$ cat config.mk
export PLATFORM = sky130hd
export DESIGN_NAME = vtb_fifo_lock
export DESIGN_NICKNAME = d
export VERILOG_FILES = /design/src/common/vtb_pkg.sv /design/src/vtb_fifo/vtb_fifo_lock.sv
export VERILOG_INCLUDE_DIRS = /design/src /design/src/common
export SDC_FILE = /design/constraint.sdc
export NUM_CORES = 1
export LEC_CHECK = 0
export ABC_CLOCK_PERIOD_IN_PS = 2100
export BUFFER_PORTS_ARGS = -buffer_cell sky130_fd_sc_hd__clkbuf_2
export CORE_MARGIN = 4
export CORE_UTILIZATION = 35
export DETAILED_ROUTE_END_ITERATION = 7
export MAX_ROUTING_LAYER = met4
export SYNTH_ARGS = -nofsm -noshare
export SYNTH_HDL_FRONTEND = slang
export SYNTH_SLANG_ARGS = --single-unit
$ cat constraint.sdc
create_clock -name VID_CLK_IN -period 2.1 [get_ports VID_CLK_IN]
set_clock_uncertainty 0.15 [all_clocks]
set_input_delay 0.315 -clock VID_CLK_IN [delete_from_list [all_inputs] [get_ports VID_CLK_IN]]
set_output_delay 0.315 -clock VID_CLK_IN [all_outputs]
set_load 0.05 [all_outputs]
$ cat src/common/vtb_settings.svh
// Depth must stay a power of two from the address width and the midpoint is always half of it
`ifndef VTB_SETTINGS_SVH
`define VTB_SETTINGS_SVH

// Pixel format
`define VTB_PPC 2 // Pixels per clock
`define VTB_BPC 8 // Bits per component

// FIFO geometry
`define VTB_FIFO_ADR 10 // Address width

// Derived sizes
`define VTB_FIFO_WRDS (1 << `VTB_FIFO_ADR) // Words in buffer
`define VTB_FIFO_MID (`VTB_FIFO_WRDS / 2) // Lock threshold

`endif

$ cat src/common/vtb_pkg.sv
// Types follow the pixel and FIFO sizes of the settings header and pack each pixel b, r, g from the top
`include "vtb_settings.svh"

package vtb_pkg;

	// One pixel, blue in the top bits
	typedef struct packed {
		logic [`VTB_BPC-1:0] b;
		logic [`VTB_BPC-1:0] r;
		logic [`VTB_BPC-1:0] g;
	} vtb_pix_t;

	// FIFO word, stored flat and unpacked per pixel on the way out
	typedef union packed {
		logic [(`VTB_PPC * 3 * `VTB_BPC)-1:0] raw; // Write view
		vtb_pix_t [`VTB_PPC-1:0] pix; // Pixel 0 in the low bits
	} vtb_word_u;

	// Pixel stream in
	typedef struct packed {
		logic sof; // Start of frame
		logic eol; // End of line
		logic vld; // Word valid
		vtb_word_u dat;
	} vtb_axis_t;

	// Video timing
	typedef struct packed {
		logic vs;
		logic hs;
		logic de;
	} vtb_sync_t;

	// Video out
	typedef struct packed {
		logic [(`VTB_PPC * `VTB_BPC)-1:0] r;
		logic [(`VTB_PPC * `VTB_BPC)-1:0] g;
		logic [(`VTB_PPC * `VTB_BPC)-1:0] b;
		logic vs;
		logic hs;
		logic de;
	} vtb_rgb_t;

	// Lock and fill statistics
	typedef struct packed {
		logic lock;
		logic [`VTB_FIFO_ADR:0] max_wrds; // Highest fill at a line start
		logic [`VTB_FIFO_ADR:0] min_wrds; // Lowest fill at a line start
	} vtb_sta_t;

	// FIFO status
	typedef struct packed {
		logic [`VTB_FIFO_ADR:0] wrds; // Used words
		logic ep; // Empty
		logic fl; // Full
	} vtb_fifo_st_t;

	// Lock sequence
	typedef enum logic [2:0] {
		sm_idle,
		sm_sof,
		sm_ep,
		sm_mid,
		sm_vs,
		sm_lock
	} vtb_lock_sm_e;

endpackage

$ cat src/vtb_fifo/vtb_fifo_lock.sv
// Lock needs a flush, a fill to the midpoint and a new vsync in that order and is lost on any bad read
`timescale 1ns/1ps
`include "vtb_settings.svh"

module vtb_fifo_lock
(
	input logic VID_CLK_IN, // Clock
	input logic LNK_CLK_IN, // Reset
	input logic run,
	input logic sof, // Stream start of frame
	input logic de, // Raw video data enable
	input logic vs_dly, // Vsync after one stage
	input vtb_pkg::vtb_fifo_st_t st,
	output logic rd, // FIFO read
	output logic flush, // FIFO clear
	output logic en, // Output enable
	output logic tg_sync, // Timing generator sync
	output vtb_pkg::vtb_sta_t sta
);

	localparam logic [`VTB_FIFO_ADR:0] MID = (`VTB_FIFO_ADR + 1)'(`VTB_FIFO_MID);

	vtb_pkg::vtb_lock_sm_e sm_cur;
	vtb_pkg::vtb_lock_sm_e sm_nxt;
	vtb_pkg::vtb_lock_sm_e sm_sel; // State as decoded this clock
	logic run_q;
	logic sof_q;
	logic de_q;
	logic de_qq;
	logic vs_q;
	logic de_re; // Line start
	logic vs_re; // Frame start on the video side
	logic mid; // Fill at or above midpoint
	logic loss; // Read with FIFO empty or full
	logic rd_en;
	logic rd_en_set;
	logic rd_en_clr;
	logic en_set;
	logic en_clr;
	logic tg_sync_set;
	logic lock;
	logic [`VTB_FIFO_ADR:0] max_wrds;
	logic [`VTB_FIFO_ADR:0] min_wrds;

	// Input registers
	always_ff @(posedge VID_CLK_IN or posedge LNK_CLK_IN)
	begin
		if (LNK_CLK_IN)
		begin
			run_q <= 1'b0;
			sof_q <= 1'b0;
			de_q <= 1'b0;
			de_qq <= 1'b0;
			vs_q <= 1'b0;
		end
		else
		begin
			run_q <= run;
			sof_q <= sof;
			de_q <= de; // First clock of the data path
			de_qq <= de_q;
			vs_q <= vs_dly;
		end
	end

	assign flush = sof && !sof_q; // Rising edge of sof
	assign de_re = de_q && !de_qq;
	assign vs_re = vs_dly && !vs_q;
	assign mid = (st.wrds >= MID);
	assign rd = rd_en && de_q;
	assign loss = rd && (st.ep || st.fl);

	// A start of frame overrides the current state in the same clock
	assign sm_sel = flush ? vtb_pkg::sm_sof : sm_cur;

	always_ff @(posedge VID_CLK_IN or posedge LNK_CLK_IN)
	begin
		if (LNK_CLK_IN)
			sm_cur <= vtb_pkg::sm_idle;
		else if (!run_q)
			sm_cur <= vtb_pkg::sm_idle;
		else
			sm_cur <= sm_nxt;
	end

	// Next state and strobes
	always_comb
	begin
		sm_nxt = sm_sel;
		rd_en_set = 1'b0;
		rd_en_clr = 1'b0;
		en_set = 1'b0;
		en_clr = 1'b0;
		tg_sync_set = 1'b0;
		case (sm_sel)
			vtb_pkg::sm_idle :
				sm_nxt = vtb_pkg::sm_idle; // Wait for sof
			vtb_pkg::sm_sof :
			begin
				if (lock)
					sm_nxt = vtb_pkg::sm_lock; // Keep streaming
				else
				begin
					rd_en_clr = 1'b1;
					en_clr = 1'b1;
					sm_nxt = vtb_pkg::sm_ep;
				end
			end
			vtb_pkg::sm_ep :
			begin
				if (st.ep)
					sm_nxt = vtb_pkg::sm_mid; // Flush done
			end
			vtb_pkg::sm_mid :
			begin
				if (mid)
				begin
					tg_sync_set = 1'b1;
					rd_en_set = 1'b1; // Reads start, output still gated
					sm_nxt = vtb_pkg::sm_vs;
				end
			end
			vtb_pkg::sm_vs :
			begin
				if (vs_re)
				begin
					en_set = 1'b1;
					sm_nxt = vtb_pkg::sm_lock;
				end
			end
			vtb_pkg::sm_lock :
			begin
				if (!lock)
					sm_nxt = vtb_pkg::sm_idle;
			end
			default :
				sm_nxt = vtb_pkg::sm_idle;
		endcase
	end

	// Read enable, output enable, lock and sync pulse
	always_ff @(posedge VID_CLK_IN or posedge LNK_CLK_IN)
	begin
		if (LNK_CLK_IN)
		begin
			rd_en <= 1'b0;
			en <= 1'b0;
			lock <= 1'b0;
			tg_sync <= 1'b0;
		end
		else
		begin
			tg_sync <= tg_sync_set; // Single clock
			if (!run_q)
			begin
				rd_en <= 1'b0;
				en <= 1'b0;
				lock <= 1'b0;
			end
			else
			begin
				if (rd_en_clr)
					rd_en <= 1'b0;
				else if (rd_en_set)
					rd_en <= 1'b1;
				if (en_set)
					en <= 1'b1;
				else if (en_clr || loss)
					en <= 1'b0; // Blank video on loss
				if (en_set)
					lock <= 1'b1;
				else if (loss)
					lock <= 1'b0;
			end
		end
	end

	// Fill statistics sampled at line starts
	always_ff @(posedge VID_CLK_IN or posedge LNK_CLK_IN)
	begin
		if (LNK_CLK_IN)
		begin
			max_wrds <= MID;
			min_wrds <= MID;
		end
		else if (!lock)
		begin
			max_wrds <= MID; // Parked while unlocked
			min_wrds <= MID;
		end
		else if (de_re)
		begin
			if (st.wrds > max_wrds)
				max_wrds <= st.wrds;
			if (st.wrds < min_wrds)
				min_wrds <= st.wrds;
		end
	end

	assign sta.lock = lock;
	assign sta.max_wrds = max_wrds;
	assign sta.min_wrds = min_wrds;

	// Sync pulse is one clock only
	a_tg_once : assert property (@(posedge VID_CLK_IN) disable iff (LNK_CLK_IN)
		tg_sync |=> !tg_sync);

	// Lock only comes up together with the output enable
	a_lock_rise : assert property (@(posedge VID_CLK_IN) disable iff (LNK_CLK_IN)
		$rose(lock) |-> $past(en_set));

endmodule

==> impl_metrics.csv <==
group,metric,value,unit
global_route,globalRouteMet1Util,0.195,
global_route,grt_most_used_layer,"met2",
die,die_w,84.0,um
synthesis,synth.cell_area,2020,um2
sta,setup_viol,0,
worst_setup_path,chain_of_cells_forming_the_critical_path,"inv_2, ha_4, and4_4, and2_4, nor4_4, buf_6, mux2i_2",
sta,report.final.slew_viol_count,0,
global_route,globalRoute.totalOverflow,0,
worst_setup_path,required,2150,ps
outcome,outcome,"finished clean",
route,avgViaCountPerCell,4.72,
worst_setup_path,critPathCapture,"max_wrds[0]",
place,pre_cts_slack,-25.4,ps
job,cap_violations,0,
route,vias,1599,
power_and_ir_drop,power,1.31,mW
route,route.detailed.drc,0,
power_and_ir_drop,irDropWorstVdd,0.271,mV
worst_setup_path,worst-path-max-fanout,5,
die,floorplan.core_area,5540,um2
route,avgRoutedWirePerCell,13.5,um
die,die_area,7060,um2
worst_setup_path,path_depth,7,
worst_setup_path,r2r_setup_slack,100,ps
sta,final_hold_viol_count,0,
final_layout,layout_common_cells,"clkbuf_2, nand2_1, inv_1",
die,io-pin-count,46,
place,port-buffer-count,45,
sta,final.setup.worst_slack,96.3,ps
clock_tree,number_of_h_tree_levels,2,
sta,timing.final.crit_period,2000,ps
clock_tree,clock-root-buffer,"clkbuf_8",
final_layout,num-fill-cells,549,
route,postRouteWirelength,4580,um
die,floorplan.die.height,84.0,um
global_route,vias_in_the_first_global_route,1625,
sta,maxSlewHeadroom,0.706,
global_route,antenna_found_initial,0,
synthesis,synth.net_count,248,
place,dpl_wire_length,3520,um
die,floorplan.initialDensity,0.365,
route,drtPass1Iterations,4,
synthesis,main_synth_ff_type,"dfrtp_1",
clock_tree,cts-root-to-sink-buffers,2,
synthesis,asyncSetResetFlopFracSynth,1.00,
global_route,grt.met3_usage,0.0346,
synthesis,post_synth_edffs,0,
worst_setup_path,cp_slowest_stage_delay,540,ps
global_route,grt_pass1_wl,7790,um
sta,setup_tns,0,ps
worst_setup_path,worst_path_max_delay_cell,"dfstp_2",
power_and_ir_drop,power-per-cell-area,506,nW/um2
synthesis,synth_warn,0,
synthesis,synth_sequential_area_ratio,0.422,
sta,worst_slew_pin_slew,441,ps
worst_setup_path,crit-reg2reg-capture,"max_wrds[0]",
clock_tree,clock_latency,280,ps
final_layout,final_layout_size_suffix_gt1_frac,0.363,
clock_tree,cts_buffers,5,
sta,worst_hold_slack,12.8,ps
clock_tree,clk_pin_slew,70,ps
synthesis,synth.avg_cell_area,9.73,um2
power_and_ir_drop,cellLeakagePower,1.11,nW
clock_tree,tritoncts_sink_count,34,
global_route,grt_start_max_net_pins,35,
global_route,grtUsageTotal,0.141,
worst_hold_path,hp-class,"primary input to flip-flop",
worst_setup_path,timing.critical_path.to_type,"flip-flop",
final_layout,area_growth,28.4,%
worst_setup_path,timing.critical_path.buf_inv,2,
synthesis,yosysUniqueCellTypes,33,
die,rows,27,
worst_setup_path,rr_worst_depth,7,
worst_setup_path,cp.arrival,2050,ps
synthesis,synth.ff_latch_count,34,
worst_setup_path,worstSetupStartpointType,"flip-flop",
clock_tree,clock_tree_from_tritoncts,"done",
final_layout,antenna_cells_inserted,0,
worst_setup_path,timing.critical_path.from,"max_wrds[9]",
route,antenna_viol_nets_final,0,
route,initialDrtViolationCount,60,
worst_setup_path,crit_family,"simple AND/OR/NAND/NOR gates",
sta,rsz0062_at_grt,"yes",
worst_setup_path,regToRegStartpoint,"max_wrds[9]",
synthesis,post_synth_inst_count,208,
sta,timing.fmax,499,MHz
worst_setup_path,critical_path_class,"flip-flop to flip-flop",
place,place.gp.congestion,0.816,
sta,timing.final.crit_share,0.954,
final_layout,nNetsFinal,306,
final_layout,mostFrequentLayoutCell,"clkbuf_2",
global_route,grt.met2_usage,0.204,
where the power goes:
| group | switching (mW) | internal, mW |
|---|---|---|
| Clock | 0.230 | 0.264 |
| Combinational | 0.0876 | 0.0688 |
| Sequential | 0.00352 | 0.660 |
how the worst min path moves through the flow:
| stage | from | end | slack, ps | depth (start not counted) |
|---|---|---|---|---|
| 2_1_floorplan | de | de_q | 200 | 0 |
| 3_3_place_gp | LNK_CLK_IN | run_q | 270 | 3 |
| 3_5_place_dp | LNK_CLK_IN | run_q | 280 | 3 |
| 4_1_cts | vs_dly | vs_q | 2 | 1 |
| 5_1_grt | vs_dly | vs_q | 0.4 | 1 |
| 6_report | vs_dly | vs_q | 10 | 1 |
through the flow:
stage,cells,area [um2],util
after detailed placement,326,2420,0.437
after global routing,339,2600,0.469
after CTS,339,2560,0.463
after global placement,326,2420,0.437
after floorplan,208,2090,-
final,339,2600,0.469
state kept, by name, summed over array words and instances (netlist names):
signal	count
en	1
de_q	1
de_qq	1
run_q	1
tg_sync	1
max_wrds	11
vs_q	1
sm_cur	3
lock	1
min_wrds	11
sof_q	1
rd_en	1
kinds of logic (layout without fill, tap and decap cells):
family | Yosys count | in the layout | share of synthesized area
buffers and inverters | 30 | 89 | 0.0649
multiplexers | 22 | 22 | 0.109
AND/OR/NAND/NOR | 71 | 71 | 0.184
adder cells (fa/ha/maj) | 21 | 21 | 0.130
AO/OA/AOI/OAI | 30 | 30 | 0.0903
flip-flops | 34 | 34 | 0.422
layout make-up:
type / count / area (um2) / share of cell area
multi-input combinational: 144 / 1120 / 0.430
sequential: 34 / 872 / 0.336
timing repair buffer: 58 / 340 / 0.131
tap: 72 / 90.1 / 0.0347
clock buffer: 7 / 86.3 / 0.0332
inverter: 23 / 86.3 / 0.0332
clock inverter: 1 / 5.00 / 0.00193
what timing repair did:
action | in CTS | in global routing
endpoints found under the setup margin | 3 | 18
pin swaps | 3 | 3
hold endpoints to repair | 35 | 0
buffers inserted | 1 | 0
hold buffers | 4 | 0
gates resized for setup | 2 | 8
cells in the mapped netlist (2+ instances only):
library cell / number / area share
nand4_1: 2 / 0.0062
dfrtp_1: 32 / 0.40
and4_1: 2 / 0.0087
a21oi_1: 8 / 0.020
nor2_1: 8 / 0.015
inv_1: 23 / 0.043
mux2i_1: 21 / 0.10
and2_1: 3 / 0.0093
nand2b_1: 4 / 0.012
a211oi_1: 2 / 0.0074
ha_1: 21 / 0.13
buf_4: 3 / 0.011
nor2b_1: 14 / 0.043
dfstp_2: 2 / 0.026
o21ai_0: 11 / 0.027
o21ai_1: 3 / 0.0074
nand2_1: 27 / 0.050
clkbuf_1: 3 / 0.0056
nor3_1: 5 / 0.012
layer usage:
| metal | up-vias | part of all wire |
|---|---|---|
| met5 | - | 0 |
| met4 | 0 | 0.016 |
| met3 | 8 | 0.037 |
| met2 | 39 | 0.45 |
| met1 | 730 | 0.49 |
| li1 | 822 | - |
Note: power is estimated with default switching activity, not from simulation.
