$ cat src/common/vtb_settings.svh
// Depth must stay a power of two from the address width and the midpoint is always half of it
`ifndef VTB_SETTINGS_SVH
`define VTB_SETTINGS_SVH

// Pixel format
`define VTB_PPC 2 // Pixels per clock
`define VTB_BPC 8 // Bits per component

// FIFO geometry
`define VTB_FIFO_ADR 10 // Address width

// Derived sizes
`define VTB_FIFO_WRDS (1 << `VTB_FIFO_ADR) // Words in buffer
`define VTB_FIFO_MID (`VTB_FIFO_WRDS / 2) // Lock threshold

`endif

$ cat src/common/vtb_pkg.sv
// Types follow the pixel and FIFO sizes of the settings header and pack each pixel b, r, g from the top
`include "vtb_settings.svh"

package vtb_pkg;

	// One pixel, blue in the top bits
	typedef struct packed {
		logic [`VTB_BPC-1:0] b;
		logic [`VTB_BPC-1:0] r;
		logic [`VTB_BPC-1:0] g;
	} vtb_pix_t;

	// FIFO word, stored flat and unpacked per pixel on the way out
	typedef union packed {
		logic [(`VTB_PPC * 3 * `VTB_BPC)-1:0] raw; // Write view
		vtb_pix_t [`VTB_PPC-1:0] pix; // Pixel 0 in the low bits
	} vtb_word_u;

	// Pixel stream in
	typedef struct packed {
		logic sof; // Start of frame
		logic eol; // End of line
		logic vld; // Word valid
		vtb_word_u dat;
	} vtb_axis_t;

	// Video timing
	typedef struct packed {
		logic vs;
		logic hs;
		logic de;
	} vtb_sync_t;

	// Video out
	typedef struct packed {
		logic [(`VTB_PPC * `VTB_BPC)-1:0] r;
		logic [(`VTB_PPC * `VTB_BPC)-1:0] g;
		logic [(`VTB_PPC * `VTB_BPC)-1:0] b;
		logic vs;
		logic hs;
		logic de;
	} vtb_rgb_t;

	// Lock and fill statistics
	typedef struct packed {
		logic lock;
		logic [`VTB_FIFO_ADR:0] max_wrds; // Highest fill at a line start
		logic [`VTB_FIFO_ADR:0] min_wrds; // Lowest fill at a line start
	} vtb_sta_t;

	// FIFO status
	typedef struct packed {
		logic [`VTB_FIFO_ADR:0] wrds; // Used words
		logic ep; // Empty
		logic fl; // Full
	} vtb_fifo_st_t;

	// Lock sequence
	typedef enum logic [2:0] {
		sm_idle,
		sm_sof,
		sm_ep,
		sm_mid,
		sm_vs,
		sm_lock
	} vtb_lock_sm_e;

endpackage

$ cat src/vtb_fifo/vtb_fifo_out.sv
// Output lags the input data enable by three clocks and the syncs are delayed by the same amount
`timescale 1ns/1ps
`include "vtb_settings.svh"

module vtb_fifo_out
(
	input logic VID_CLK_IN, // Clock
	input logic LNK_CLK_IN, // Reset
	input vtb_pkg::vtb_sync_t sync, // Raw video timing
	input logic en, // Output enable
	input vtb_pkg::vtb_word_u dout, // FIFO read data
	input logic dv, // FIFO data valid
	output logic vs_dly, // First vsync stage
	output vtb_pkg::vtb_rgb_t vid
);

	logic [2:0] vs_sr; // Vsync delay line
	logic [2:0] hs_sr; // Hsync delay line
	logic dv_q;
	vtb_pkg::vtb_word_u dat_q;

	// Sync delay and data valid
	always_ff @(posedge VID_CLK_IN or posedge LNK_CLK_IN)
	begin
		if (LNK_CLK_IN)
		begin
			vs_sr <= '0;
			hs_sr <= '0;
			dv_q <= 1'b0;
		end
		else
		begin
			vs_sr <= {vs_sr[1:0], sync.vs};
			hs_sr <= {hs_sr[1:0], sync.hs};
			dv_q <= dv; // Third clock of the data path
		end
	end

	// Pixel word
	always_ff @(posedge VID_CLK_IN)
	begin
		dat_q <= dout;
	end

	assign vs_dly = vs_sr[0];

	// Unpack pixels and gate timing
	always_comb
	begin
		for (int i = 0; i < `VTB_PPC; i++)
		begin
			vid.r[(i * `VTB_BPC) +: `VTB_BPC] = dat_q.pix[i].r;
			vid.g[(i * `VTB_BPC) +: `VTB_BPC] = dat_q.pix[i].g;
			vid.b[(i * `VTB_BPC) +: `VTB_BPC] = dat_q.pix[i].b;
		end
		vid.vs = en ? vs_sr[2] : 1'b0;
		vid.hs = en ? hs_sr[2] : 1'b0;
		vid.de = en ? dv_q : 1'b0;
	end

	// Pixel out only where the timing asked for one three clocks back
	a_de_align : assert property (@(posedge VID_CLK_IN) disable iff (LNK_CLK_IN)
		dv_q |-> $past(sync.de, 3));

endmodule

$ cat config.mk
export PLATFORM = sky130hd
export DESIGN_NAME = vtb_fifo_out
export DESIGN_NICKNAME = d
export VERILOG_FILES = /design/src/common/vtb_pkg.sv /design/src/vtb_fifo/vtb_fifo_out.sv
export VERILOG_INCLUDE_DIRS = /design/src /design/src/common
export SDC_FILE = /design/constraint.sdc
export NUM_CORES = 1
export LEC_CHECK = 0
export ABC_AREA = 0
export BUFFER_PORTS_ARGS = -buffer_cell sky130_fd_sc_hd__buf_4
export CAP_MARGIN = 15
export CORE_MARGIN = 2
export CORE_UTILIZATION = 35
export CTS_CLUSTER_SIZE = 8
export DETAILED_ROUTE_END_ITERATION = 8
export GPL_TIMING_DRIVEN = 0
export PLACE_DENSITY = 0.77
export SETUP_SLACK_MARGIN = 0.2
export SLEW_MARGIN = 20
export SYNTH_ARGS = -nofsm -noshare
export SYNTH_HDL_FRONTEND = slang
export SYNTH_SLANG_ARGS = --single-unit
$ cat constraint.sdc
create_clock -name VID_CLK_IN -period 0.8 [get_ports VID_CLK_IN]
set_input_delay 0.12 -clock VID_CLK_IN [delete_from_list [all_inputs] [get_ports VID_CLK_IN]]
set_output_delay 0.12 -clock VID_CLK_IN [all_outputs]
set_load 0.05 [all_outputs]
==> results.sh, run 1 <==
export IMPL_tool_error="[ERROR DPL-0033] detailed placement checks failed during check placement."
export IMPL_syn_num_nets=114
export IMPL_synth_xor_area_share_pct=0
export IMPL_clockBufferDepth=2
export IMPL_yosys_area_share_simple_pct=1.62
export IMPL_synthMuxAreaShare_pct=0
export IMPL_hold_buffers=52
export IMPL_synth_area_top_cells="dfxtp_1 83%, dfrtp_1 15%, and2_1 1.6%"
export IMPL_dieHeight_um=61.5
export IMPL_synthArstFlopShare_pct=12.7
export IMPL_yosysSeqAreaShare_pct=98.1
export IMPL_status="aborted with a tool error"
export IMPL_start_util_pct=37.3
export IMPL_ys_flop_type="dfxtp_1"
export IMPL_synth_edf_count=0
export IMPL_synth_most_common_cell="dfxtp_1"
export IMPL_yosys_area_share_adder_pct=0
export IMPL_synth_top_area_share_pct=82.9
export IMPL_netlist_instances=59
export IMPL_numPortBuffers=105
export IMPL_cts_repair_resized=85
export IMPL_synth_top_family_by_area="simple AND/OR/NAND/NOR gates"
export IMPL_numClockSinks=55
export IMPL_io_pins=107
export IMPL_post_cts_buffers=1
export IMPL_rows=20
export IMPL_ys_warn_count=0
export IMPL_synth_avg_cell_area_um2=19.6
export IMPL_place_gp_congestion=0.687
export IMPL_synth_cell_types=4
export IMPL_netlist_top_cells_count="48 x dfxtp_1, 7 x dfrtp_1, 3 x and2_1"
export IMPL_die_w_um=61.5
export IMPL_failing_step="4_1_cts"
export IMPL_syn_area_um2=1160
export IMPL_ctsHtreeMaxLevel=2
export IMPL_cts_buffers=5
export IMPL_ys_ff_latch=55
export IMPL_root_buffer="clkbuf_4"
export IMPL_yosysTopAreaCell="dfxtp_1"
export IMPL_synth_compound_area_share_pct=0
## per-stage QoR
| stage | worst slack, ns | area [µm²] | cells | util (%) |
|---|---|---|---|---|
| 2_1_floorplan | 0.139 | 1230 | 59 | - |
| 3_3_place_gp | 0.0154 | 2070 | 208 | 66.7 |
| 3_5_place_dp | 0.0212 | 2070 | 208 | 66.7 |
## cell families after synthesis
kind of cell,count (synthesis)
buf+inv,1
simple gates,3
flops,55
==> run 2: changes to the inputs <==
- CORE_AREA: unset -> 2 2 63 65
- CORE_MARGIN: 2 -> unset
- CORE_UTILIZATION: 35 -> unset
- CTS_CLUSTER_SIZE: 8 -> unset
- DIE_AREA: unset -> 0 0 65 67
- PLACE_DENSITY: 0.77 -> unset
- PLACE_DENSITY_LB_ADDON: unset -> 0.15
- SETUP_SLACK_MARGIN: 0.2 -> unset
==> run 2 against run 1 <==
The flow now finishes, with violations (setup timing). Synthesized cell count unchanged. Synthesized area unchanged.
==> results.sh, run 2 <==
export IMPL_drt_pass1_iterations=2
export IMPL_arrival_ns=1.02
export IMPL_reg_largest_list="dat_q: 48 flops, hs_sr: 3 flops, vs_sr: 3 flops"
export IMPL_post_cts_buffers=0
export IMPL_syn2layout_area_growth_pct=165
export IMPL_met2WireLength_um=2420
export IMPL_cp_required_ns=0.68
export IMPL_fin_ws_ns=-0.337
export IMPL_worst_pin_slew_ns=0.260
export IMPL_syn_area_um2=1160
export IMPL_diodes=0
export IMPL_rrSetupSlack_ns=0.27
export IMPL_rows=22
export IMPL_total_power_mw=6.30
export IMPL_yosysTopAreaCell="dfxtp_1"
export IMPL_clock_skew_final_ns=0.00130
export IMPL_wl_met3_um=326
export IMPL_place_gp_congestion=0.589
export IMPL_track_usage_pct=18.4
export IMPL_drt_iter0_drc=20
export IMPL_crit_chain="and2_4 -> buf_8"
export IMPL_fmax_ghz=0.879
export IMPL_maxSlewHeadroom_pct=82.6
export IMPL_gr_total_overflow=0
export IMPL_layout_commonest_cell="buf_4"
export IMPL_numPortBuffers=105
export IMPL_ys_flop_type="dfxtp_1"
export IMPL_wl_um=4150
export IMPL_met1_length_um=1300
export IMPL_startpoint="vs_sr[2]$_DFF_PP0_"
export IMPL_endpoint_kind="output port"
export IMPL_power_leakage_nw=1.41
export IMPL_synthArstFlopShare_pct=12.7
export IMPL_synth_cell_types=4
export IMPL_violations="setup timing"
export IMPL_slew_viol_final=0
export IMPL_grt_max_degree=18
export IMPL_hold_class="primary input to asynchronous set/reset pin"
export IMPL_synth_most_common_cell="dfxtp_1"
export IMPL_largest_reg_flops=48
export IMPL_syn_num_nets=114
export IMPL_path_clk_slew_ns=0.10
export IMPL_dieHeight_um=67
export IMPL_criticalPathCategory="register to output port"
export IMPL_rsz0062_at_grt="yes"
export IMPL_maxCapViolations=0
export IMPL_endpoint="vid[2]"
export IMPL_ir_worst_vdd_v=0.00139
export IMPL_setup_viol=52
export IMPL_largest_register="dat_q"
export IMPL_io_pins=107
export IMPL_reg2regPathDepth=0
export IMPL_powerDensity_nw_per_um2=2050
export IMPL_ys_warn_count=0
export IMPL_numClockSinks=55
export IMPL_clockBufferDepth=2
export IMPL_final_nets=278
export IMPL_final_cell_mix="53 x buf_4, 52 x dlygate4sd3_1, 48 x dfxtp_2, 41 x buf_8, 11 x buf_6"
export IMPL_fp_dieArea_um2=4360
export IMPL_start_util_pct=32.1
export IMPL_critical_path_buf_inv_count=1
export IMPL_synth_avg_cell_area_um2=19.6
export IMPL_root_buffer="clkbuf_8"
export IMPL_drc=0
export IMPL_startpoint_type="register"
export IMPL_dr_total_vias=1089
export IMPL_ys_ff_latch=55
export IMPL_routed_via_density=4.00
export IMPL_timing_final_crit_share_pct=142
export IMPL_pre_cts_slack_ns=-0.0302
export IMPL_synth_top_area_share_pct=82.9
export IMPL_grt_pass1_wl_um=5560
export IMPL_avgRoutedWirePerCell_um=15.3
export IMPL_crit_path_top_delay_cell="dfrtp_1"
export IMPL_n_fill_cell=178
export IMPL_slowest_delay_ns=0.41
export IMPL_status="complete, but fails checks"
export IMPL_die_w_um=65
export IMPL_drive_gt1_share_pct=73.2
export IMPL_antenna_found_initial=0
export IMPL_crit_family="flip-flops"
export IMPL_ctsHtreeMaxLevel=2
export IMPL_grt_pass1_vias=1193
export IMPL_cp_depth=2
export IMPL_synth_edf_count=0
export IMPL_min_period_ns=1.14
export IMPL_cp_max_fo=1
export IMPL_core_area_um2=3610
export IMPL_netlist_instances=59
export IMPL_timing_hold_violations_final=0
export IMPL_yosysSeqAreaShare_pct=98.1
export IMPL_cts_buffers=5
export IMPL_cts_tree="yes"
export IMPL_top_layer="met4"
export IMPL_r2r_end="vs_sr[1]$_DFF_PP0_"
export IMPL_clk_insertion_delay_late_ns=0.30
export IMPL_ant_nets=0
export IMPL_r2r_start="vs_sr[0]$_DFF_PP0_"
export IMPL_synth_area_top_cells="dfxtp_1 83%, dfrtp_1 15%, and2_1 1.6%"
export IMPL_netlist_top_cells_count="48 x dfxtp_1, 7 x dfrtp_1, 3 x and2_1"
-- run 2: cell counts after synthesis --
No cell type changed its count.
-- run 2: metal layers --
metal | GRT usage, % | vias to the layer above
met3 | 7.43 | 9
met5 | 0 | -
met1 | 15.8 | 510
met2 | 36.3 | 65
met4 | 8.78 | 0
li1 | - | 505
-- run 2: worst min path at each step --
stage | start | endpoint | slack, ns
after floorplan | LNK_CLK_IN | dv_q$_DFF_PP0_ | -0.08
after global placement | LNK_CLK_IN | dv_q$_DFF_PP0_ | 0.06
after detailed placement | LNK_CLK_IN | dv_q$_DFF_PP0_ | 0.07
after CTS | LNK_CLK_IN | hs_sr[1]$_DFF_PP0_ | 0.28
after global routing | LNK_CLK_IN | dv_q$_DFF_PP0_ | 0.33
final | LNK_CLK_IN | dv_q$_DFF_PP0_ | 0.31
-- run 2: final cells by class --
| cell class | count | area [µm²] | area share (%) |
|---|---|---|---|
| flip-flops and latches | 55 | 1200 | 38.9 |
| repair buffers | 157 | 1660 | 53.9 |
| clock inverters | 2 | 37.5 | 1.22 |
| well taps | 48 | 60.1 | 1.95 |
| clock buffers | 6 | 93.8 | 3.05 |
| inverters | 1 | 3.75 | 0.122 |
| multi-input cells | 3 | 26.3 | 0.854 |
-- run 2: power by group --
group	switching, mW	internal [mW]
clock	0.846	1.12
sequential	0.0921	2.92
combinational	0.652	0.677
-- run 2: cell families after synthesis --
kind of cell / Yosys count / synth area share (%)
DFF: 55 / 98.1
and+or+nand+nor: 3 / 1.62
buffers and inverters: 1 / 0.324
-- run 2: repair_timing --
item | CTS | global route
pin swaps | 2 | 0
endpoints found under the setup margin | 52 | 52
resized for setup | 130 | 14
endpoints found under the hold margin | 58 | 0
hold buffers | 52 | 0
-- run 2: stage by stage --
step / setup TNS, ns / instances / utilization [%] / hold WS, ns / cell area (µm²)
after floorplan: 0 / 59 / - / -0.0766 / 1160
after global placement: -0.0498 / 212 / 55.8 / 0.0592 / 2010
after detailed placement: -0.0465 / 212 / 55.8 / 0.0652 / 2010
after CTS: -6.54 / 272 / 83.8 / 0.282 / 3020
after global routing: -7.74 / 272 / 85.3 / 0.325 / 3080
final: -6.07 / 272 / 85.3 / 0.308 / 3080
(Power assumes the default switching activity.)
==> run 3: changes to the inputs <==
- clock period: 0.8 -> 1.1 ns (I/O delays scaled with it)
==> run 3 against run 2 <==
The flow still finishes with violations (setup timing). Final area fell by 14%. Via count is 3.5% lower. Global-route usage is 1.3 points lower. Count of clock-buffer cells in the layout is 2 higher.
==> results.sh, run 3 (synthesis gave the netlist of run 2 again) <==
export IMPL_status="complete, but fails checks"
export IMPL_violations="setup timing"
export IMPL_startpoint="hs_sr[2]$_DFF_PP0_"
export IMPL_register_area_um2=1140
export IMPL_gr_total_overflow=0
export IMPL_setup_viol=3
export IMPL_ctsHtreeMaxLevel=2
export IMPL_maxSlewHeadroom_pct=82.2
export IMPL_numClockSinks=55
export IMPL_slew_viol_final=0
export IMPL_endpoint_kind="output port"
export IMPL_pre_cts_slack_ns=0.261
export IMPL_dieHeight_um=67
export IMPL_routed_via_density=3.86
export IMPL_grt_pass1_vias=1135
export IMPL_avgRoutedWirePerCell_um=12.7
export IMPL_clock_skew_final_ns=0.000743
export IMPL_hold_class="primary input to asynchronous set/reset pin"
export IMPL_ir_worst_vdd_v=0.00117
export IMPL_start_util_pct=32.1
export IMPL_root_buffer="clkbuf_8"
export IMPL_core_area_um2=3610
export IMPL_fin_ws_ns=-0.00798
export IMPL_path_clk_slew_ns=0.08
export IMPL_startpoint_type="register"
export IMPL_r2r_start="vs_sr[0]$_DFF_PP0_"
export IMPL_clk_insertion_delay_late_ns=0.29
export IMPL_final_cells=272
export IMPL_largest_register="dat_q"
export IMPL_n_fill_cell=241
export IMPL_drc=0
export IMPL_drive_gt1_share_pct=51.3
export IMPL_cts_buffers=5
export IMPL_diodes=0
export IMPL_timing_hold_violations_final=0
export IMPL_rows=22
export IMPL_worst_pin_slew_ns=0.267
export IMPL_reg_largest_list="dat_q: 48 flops, hs_sr: 3 flops, vs_sr: 3 flops"
export IMPL_wl_um=3440
export IMPL_cp_required_ns=0.94
export IMPL_final_util_pct=73.6
export IMPL_timing_final_crit_share_pct=101
export IMPL_cts_tree="yes"
export IMPL_arrival_ns=0.94
export IMPL_grt_pass1_wl_um=5240
export IMPL_drt_pass1_iterations=2
export IMPL_setup_tns_final_ns=-0.0162
export IMPL_syn2layout_area_growth_pct=129
export IMPL_clockBufferDepth=2
export IMPL_place_gp_congestion=0.685
export IMPL_drt_iter0_drc=23
export IMPL_holdWs_ns=0.349
export IMPL_antenna_found_initial=0
export IMPL_rrSetupSlack_ns=0.60
export IMPL_criticalPathCategory="register to output port"
export IMPL_numPortBuffers=105
export IMPL_fp_dieArea_um2=4360
export IMPL_layout_commonest_cell="buf_4"
export IMPL_dr_total_vias=1051
export IMPL_dp_cells=212
export IMPL_largest_reg_flops=48
export IMPL_rsz0062_at_grt="yes"
export IMPL_cp_max_fo=1
export IMPL_io_pins=107
export IMPL_track_usage_pct=17.1
export IMPL_maxCapViolations=0
export IMPL_power_leakage_nw=1.29
export IMPL_ant_nets=0
export IMPL_die_w_um=65
export IMPL_final_nets=278
export IMPL_fmax_ghz=0.903
export IMPL_grt_max_degree=16
export IMPL_powerDensity_nw_per_um2=1550
export IMPL_min_period_ns=1.11
export IMPL_multi_input_area_um2=26.3
export IMPL_post_cts_buffers=0
export IMPL_final_cell_mix="102 x buf_4, 52 x dlygate4sd3_1, 48 x dfxtp_1, 7 x clkbuf_8, 7 x dfrtp_1"
[run 3: final cells by class]
type / instances / share of cell area, %
clock buffer: 8 / 3.77
inverter: 1 / 0.141
multi-input combinational: 3 / 0.990
sequential: 55 / 42.8
tap: 48 / 2.26
timing repair buffer: 157 / 50.0
[run 3: report_power, final]
| group | internal [mW] | switching, mW | total, mW |
|---|---|---|---|
| clock network | 0.574 | 0.566 | 1.14 |
| logic | 0.375 | 0.463 | 0.839 |
| registers | 2.10 | 0.0317 | 2.13 |
| total | 3.05 | 1.06 | 4.11 |
[run 3: repair_timing]
action,4_1_cts,5_1_grt
endpoints found under the setup margin,3,3
pin swaps,2,0
hold endpoints to repair,58,0
hold buffers,52,0
gates resized for setup,7,1
[run 3: critical path, cell delays in order (launching register included)]
cell and delay (ns):
dfrtp_1 0.37, and2_4 0.14, buf_8 0.14
[run 3: final timing paths]
path | end | cells after the start
setup / recovery | vid[1] | 2
hold / removal | vs_sr[1]$_DFF_PP0_ | 3
setup reg to reg | vs_sr[1]$_DFF_PP0_ | 0
hold reg to reg | hs_sr[2]$_DFF_PP0_ | 0
max in group asynchronous | dv_q$_DFF_PP0_ | 3
min in group VID_CLK_IN | hs_sr[2]$_DFF_PP0_ | 0
[run 3: through the flow]
stage                     power [mW]  cell area (µm²)
after detailed placement        2.85             2010
final                           4.11             2650
after floorplan                 2.54             1160
after global placement          2.84             2010
after CTS                       4.14             2650
after global routing            4.30             2650
[run 3: per-layer routing]
layer	vias to the layer above	wire [µm]	global-route usage, %
li1	504	-	-
met1	466	1150	16.2
met2	75	1830	31.1
met3	6	402	8.28
met4	0	65	7.98
met5	-	0	0
==> run 4: changes to the inputs <==
- CORE_AREA: 2 2 63 65 -> unset
- CORE_MARGIN: unset -> 2
- CORE_UTILIZATION: unset -> 31
- DIE_AREA: 0 0 65 67 -> unset
- clock period: 1.1 -> 0.9 ns (I/O delays scaled with it)
==> run 4 against run 3 <==
The run still ends with setup timing left. Final area increased by 14%. Combinational power increased by 38%. Largest power group unchanged. Hold slack got worse by 0.020 ns. Routed wire length increased by 11%. Critical path type unchanged. Highest routed layer unchanged. First-iteration DRC count increased by 57%. Setup slack got worse by 0.17 ns. Clock power increased by 21%. Critical endpoint is now vid[0].
==> results.sh, run 4 (synthesis gave the netlist of run 2 again) <==
export IMPL_status="complete, but fails checks"
export IMPL_violations="setup timing"
export IMPL_fmax_ghz=0.927
export IMPL_rsz0062_at_grt="yes"
export IMPL_r2r_end="vs_sr[1]$_DFF_PP0_"
export IMPL_numPortBuffers=105
export IMPL_final_cell_mix="53 x buf_4, 52 x dlygate4sd3_1, 48 x dfxtp_2, 34 x buf_8, 18 x buf_6"
export IMPL_r2r_start="vs_sr[0]$_DFF_PP0_"
export IMPL_routed_via_density=3.93
export IMPL_fin_ws_ns=-0.178
export IMPL_maxSlewHeadroom_pct=83.5
export IMPL_diodes=0
export IMPL_root_buffer="clkbuf_8"
export IMPL_maxCapViolations=0
export IMPL_crit_path_top_delay_cell="dfrtp_1"
export IMPL_min_period_ns=1.08
export IMPL_path_clk_slew_ns=0.08
export IMPL_crit_family="flip-flops"
export IMPL_core_area_um2=3630
export IMPL_setup_tns_final_ns=-0.904
export IMPL_track_usage_pct=18.9
export IMPL_arrival_ns=0.94
export IMPL_gr_total_overflow=0
export IMPL_die_w_um=65.1
export IMPL_clockBufferDepth=2
export IMPL_crit_chain="and2_4 -> buf_6"
export IMPL_final_cell_area_um2=3010
export IMPL_final_nets=278
export IMPL_cp_max_fo=1
export IMPL_dp_cells=212
export IMPL_cp_required_ns=0.76
export IMPL_total_power_mw=5.20
export IMPL_drive_gt1_share_pct=71.9
export IMPL_reg_largest_list="dat_q: 48 flops, hs_sr: 3 flops, vs_sr: 3 flops"
export IMPL_dieHeight_um=65.1
export IMPL_worst_pin_slew_ns=0.247
export IMPL_rows=22
export IMPL_place_gp_congestion=0.589
export IMPL_setup_viol=41
export IMPL_ir_worst_vdd_v=0.00119
export IMPL_pre_cts_slack_ns=0.110
export IMPL_endpoint_kind="output port"
export IMPL_power_leakage_nw=1.39
export IMPL_startpoint_type="register"
export IMPL_wl_um=3840
export IMPL_timing_final_crit_share_pct=120
export IMPL_post_cts_buffers=0
export IMPL_syn2layout_area_growth_pct=160
export IMPL_antenna_found_initial=0
export IMPL_io_pins=107
export IMPL_clock_skew_final_ns=0.000288
export IMPL_place_area_um2=2010
export IMPL_grt_pass1_wl_um=5580
export IMPL_criticalPathCategory="register to output port"
export IMPL_timing_hold_violations_final=0
export IMPL_dr_total_vias=1070
export IMPL_cts_tree="yes"
export IMPL_start_util_pct=31.9
export IMPL_numClockSinks=55
export IMPL_largest_register="dat_q"
export IMPL_critical_path_buf_inv_count=1
export IMPL_powerDensity_nw_per_um2=1730
export IMPL_grt_max_degree=16
export IMPL_cts_buffers=5
export IMPL_avgRoutedWirePerCell_um=14.1
export IMPL_slowest_delay_ns=0.38
export IMPL_ctsHtreeMaxLevel=2
export IMPL_slew_viol_final=0
export IMPL_drc=0
export IMPL_reg2regPathDepth=0
export IMPL_drt_iter0_drc=36
export IMPL_rrSetupSlack_ns=0.40
export IMPL_fp_dieArea_um2=4240
export IMPL_holdWs_ns=0.329
export IMPL_final_cells=272
export IMPL_ant_nets=0
export IMPL_hold_class="primary input to asynchronous set/reset pin"
export IMPL_layout_commonest_cell="buf_4"
export IMPL_final_util_pct=82.9
export IMPL_clk_insertion_delay_late_ns=0.28
export IMPL_drt_pass1_iterations=2
export IMPL_largest_reg_flops=48
export IMPL_grt_pass1_vias=1213
[run 4: cell type report]
type,instances,area (µm²)
Clock buffer,8,100
Inverter,1,3.75
Tap cell,48,60.1
Sequential cell,55,1200
Fill cell,185,621
Multi-Input combinational cell,3,21.3
Timing Repair Buffer,157,1630
[run 4: per-layer routing]
metal	global-route usage, %	share of wire [%]	up-vias
li1	-	-	503
met1	13.6	26	496
met2	39.3	63	65
met3	9.93	10	6
met4	7.03	1.4	0
met5	0	0	-
[run 4: how the worst max path moves through the flow]
stage                  startpoint     end  slack (ns)  cells after the start
2_1_floorplan  hs_sr[2]$_DFF_PP0_  vid[1]        0.05                      1
3_3_place_gp   vs_sr[2]$_DFF_PP0_  vid[2]        0.10                      2
3_5_place_dp   hs_sr[2]$_DFF_PP0_  vid[1]        0.11                      2
4_1_cts            dv_q$_DFF_PP0_  vid[0]       -0.18                      2
5_1_grt            dv_q$_DFF_PP0_  vid[0]       -0.24                      2
6_report           dv_q$_DFF_PP0_  vid[0]       -0.18                      2
[run 4: report_power, final]
group          internal [mW]  total [mW]  switching, mW  leakage, nW
Clock                  0.702        1.38          0.673       0.0515
Sequential              2.59        2.67         0.0764        0.487
Combinational          0.585        1.16          0.571        0.848
[run 4: repair_timing]
action / in CTS / in global routing
endpoints found under the hold margin: 58 / 0
setup endpoints to repair: 52 / 52
pin swaps: 2 / 0
hold buffers: 52 / 0
resized for setup: 123 / 12
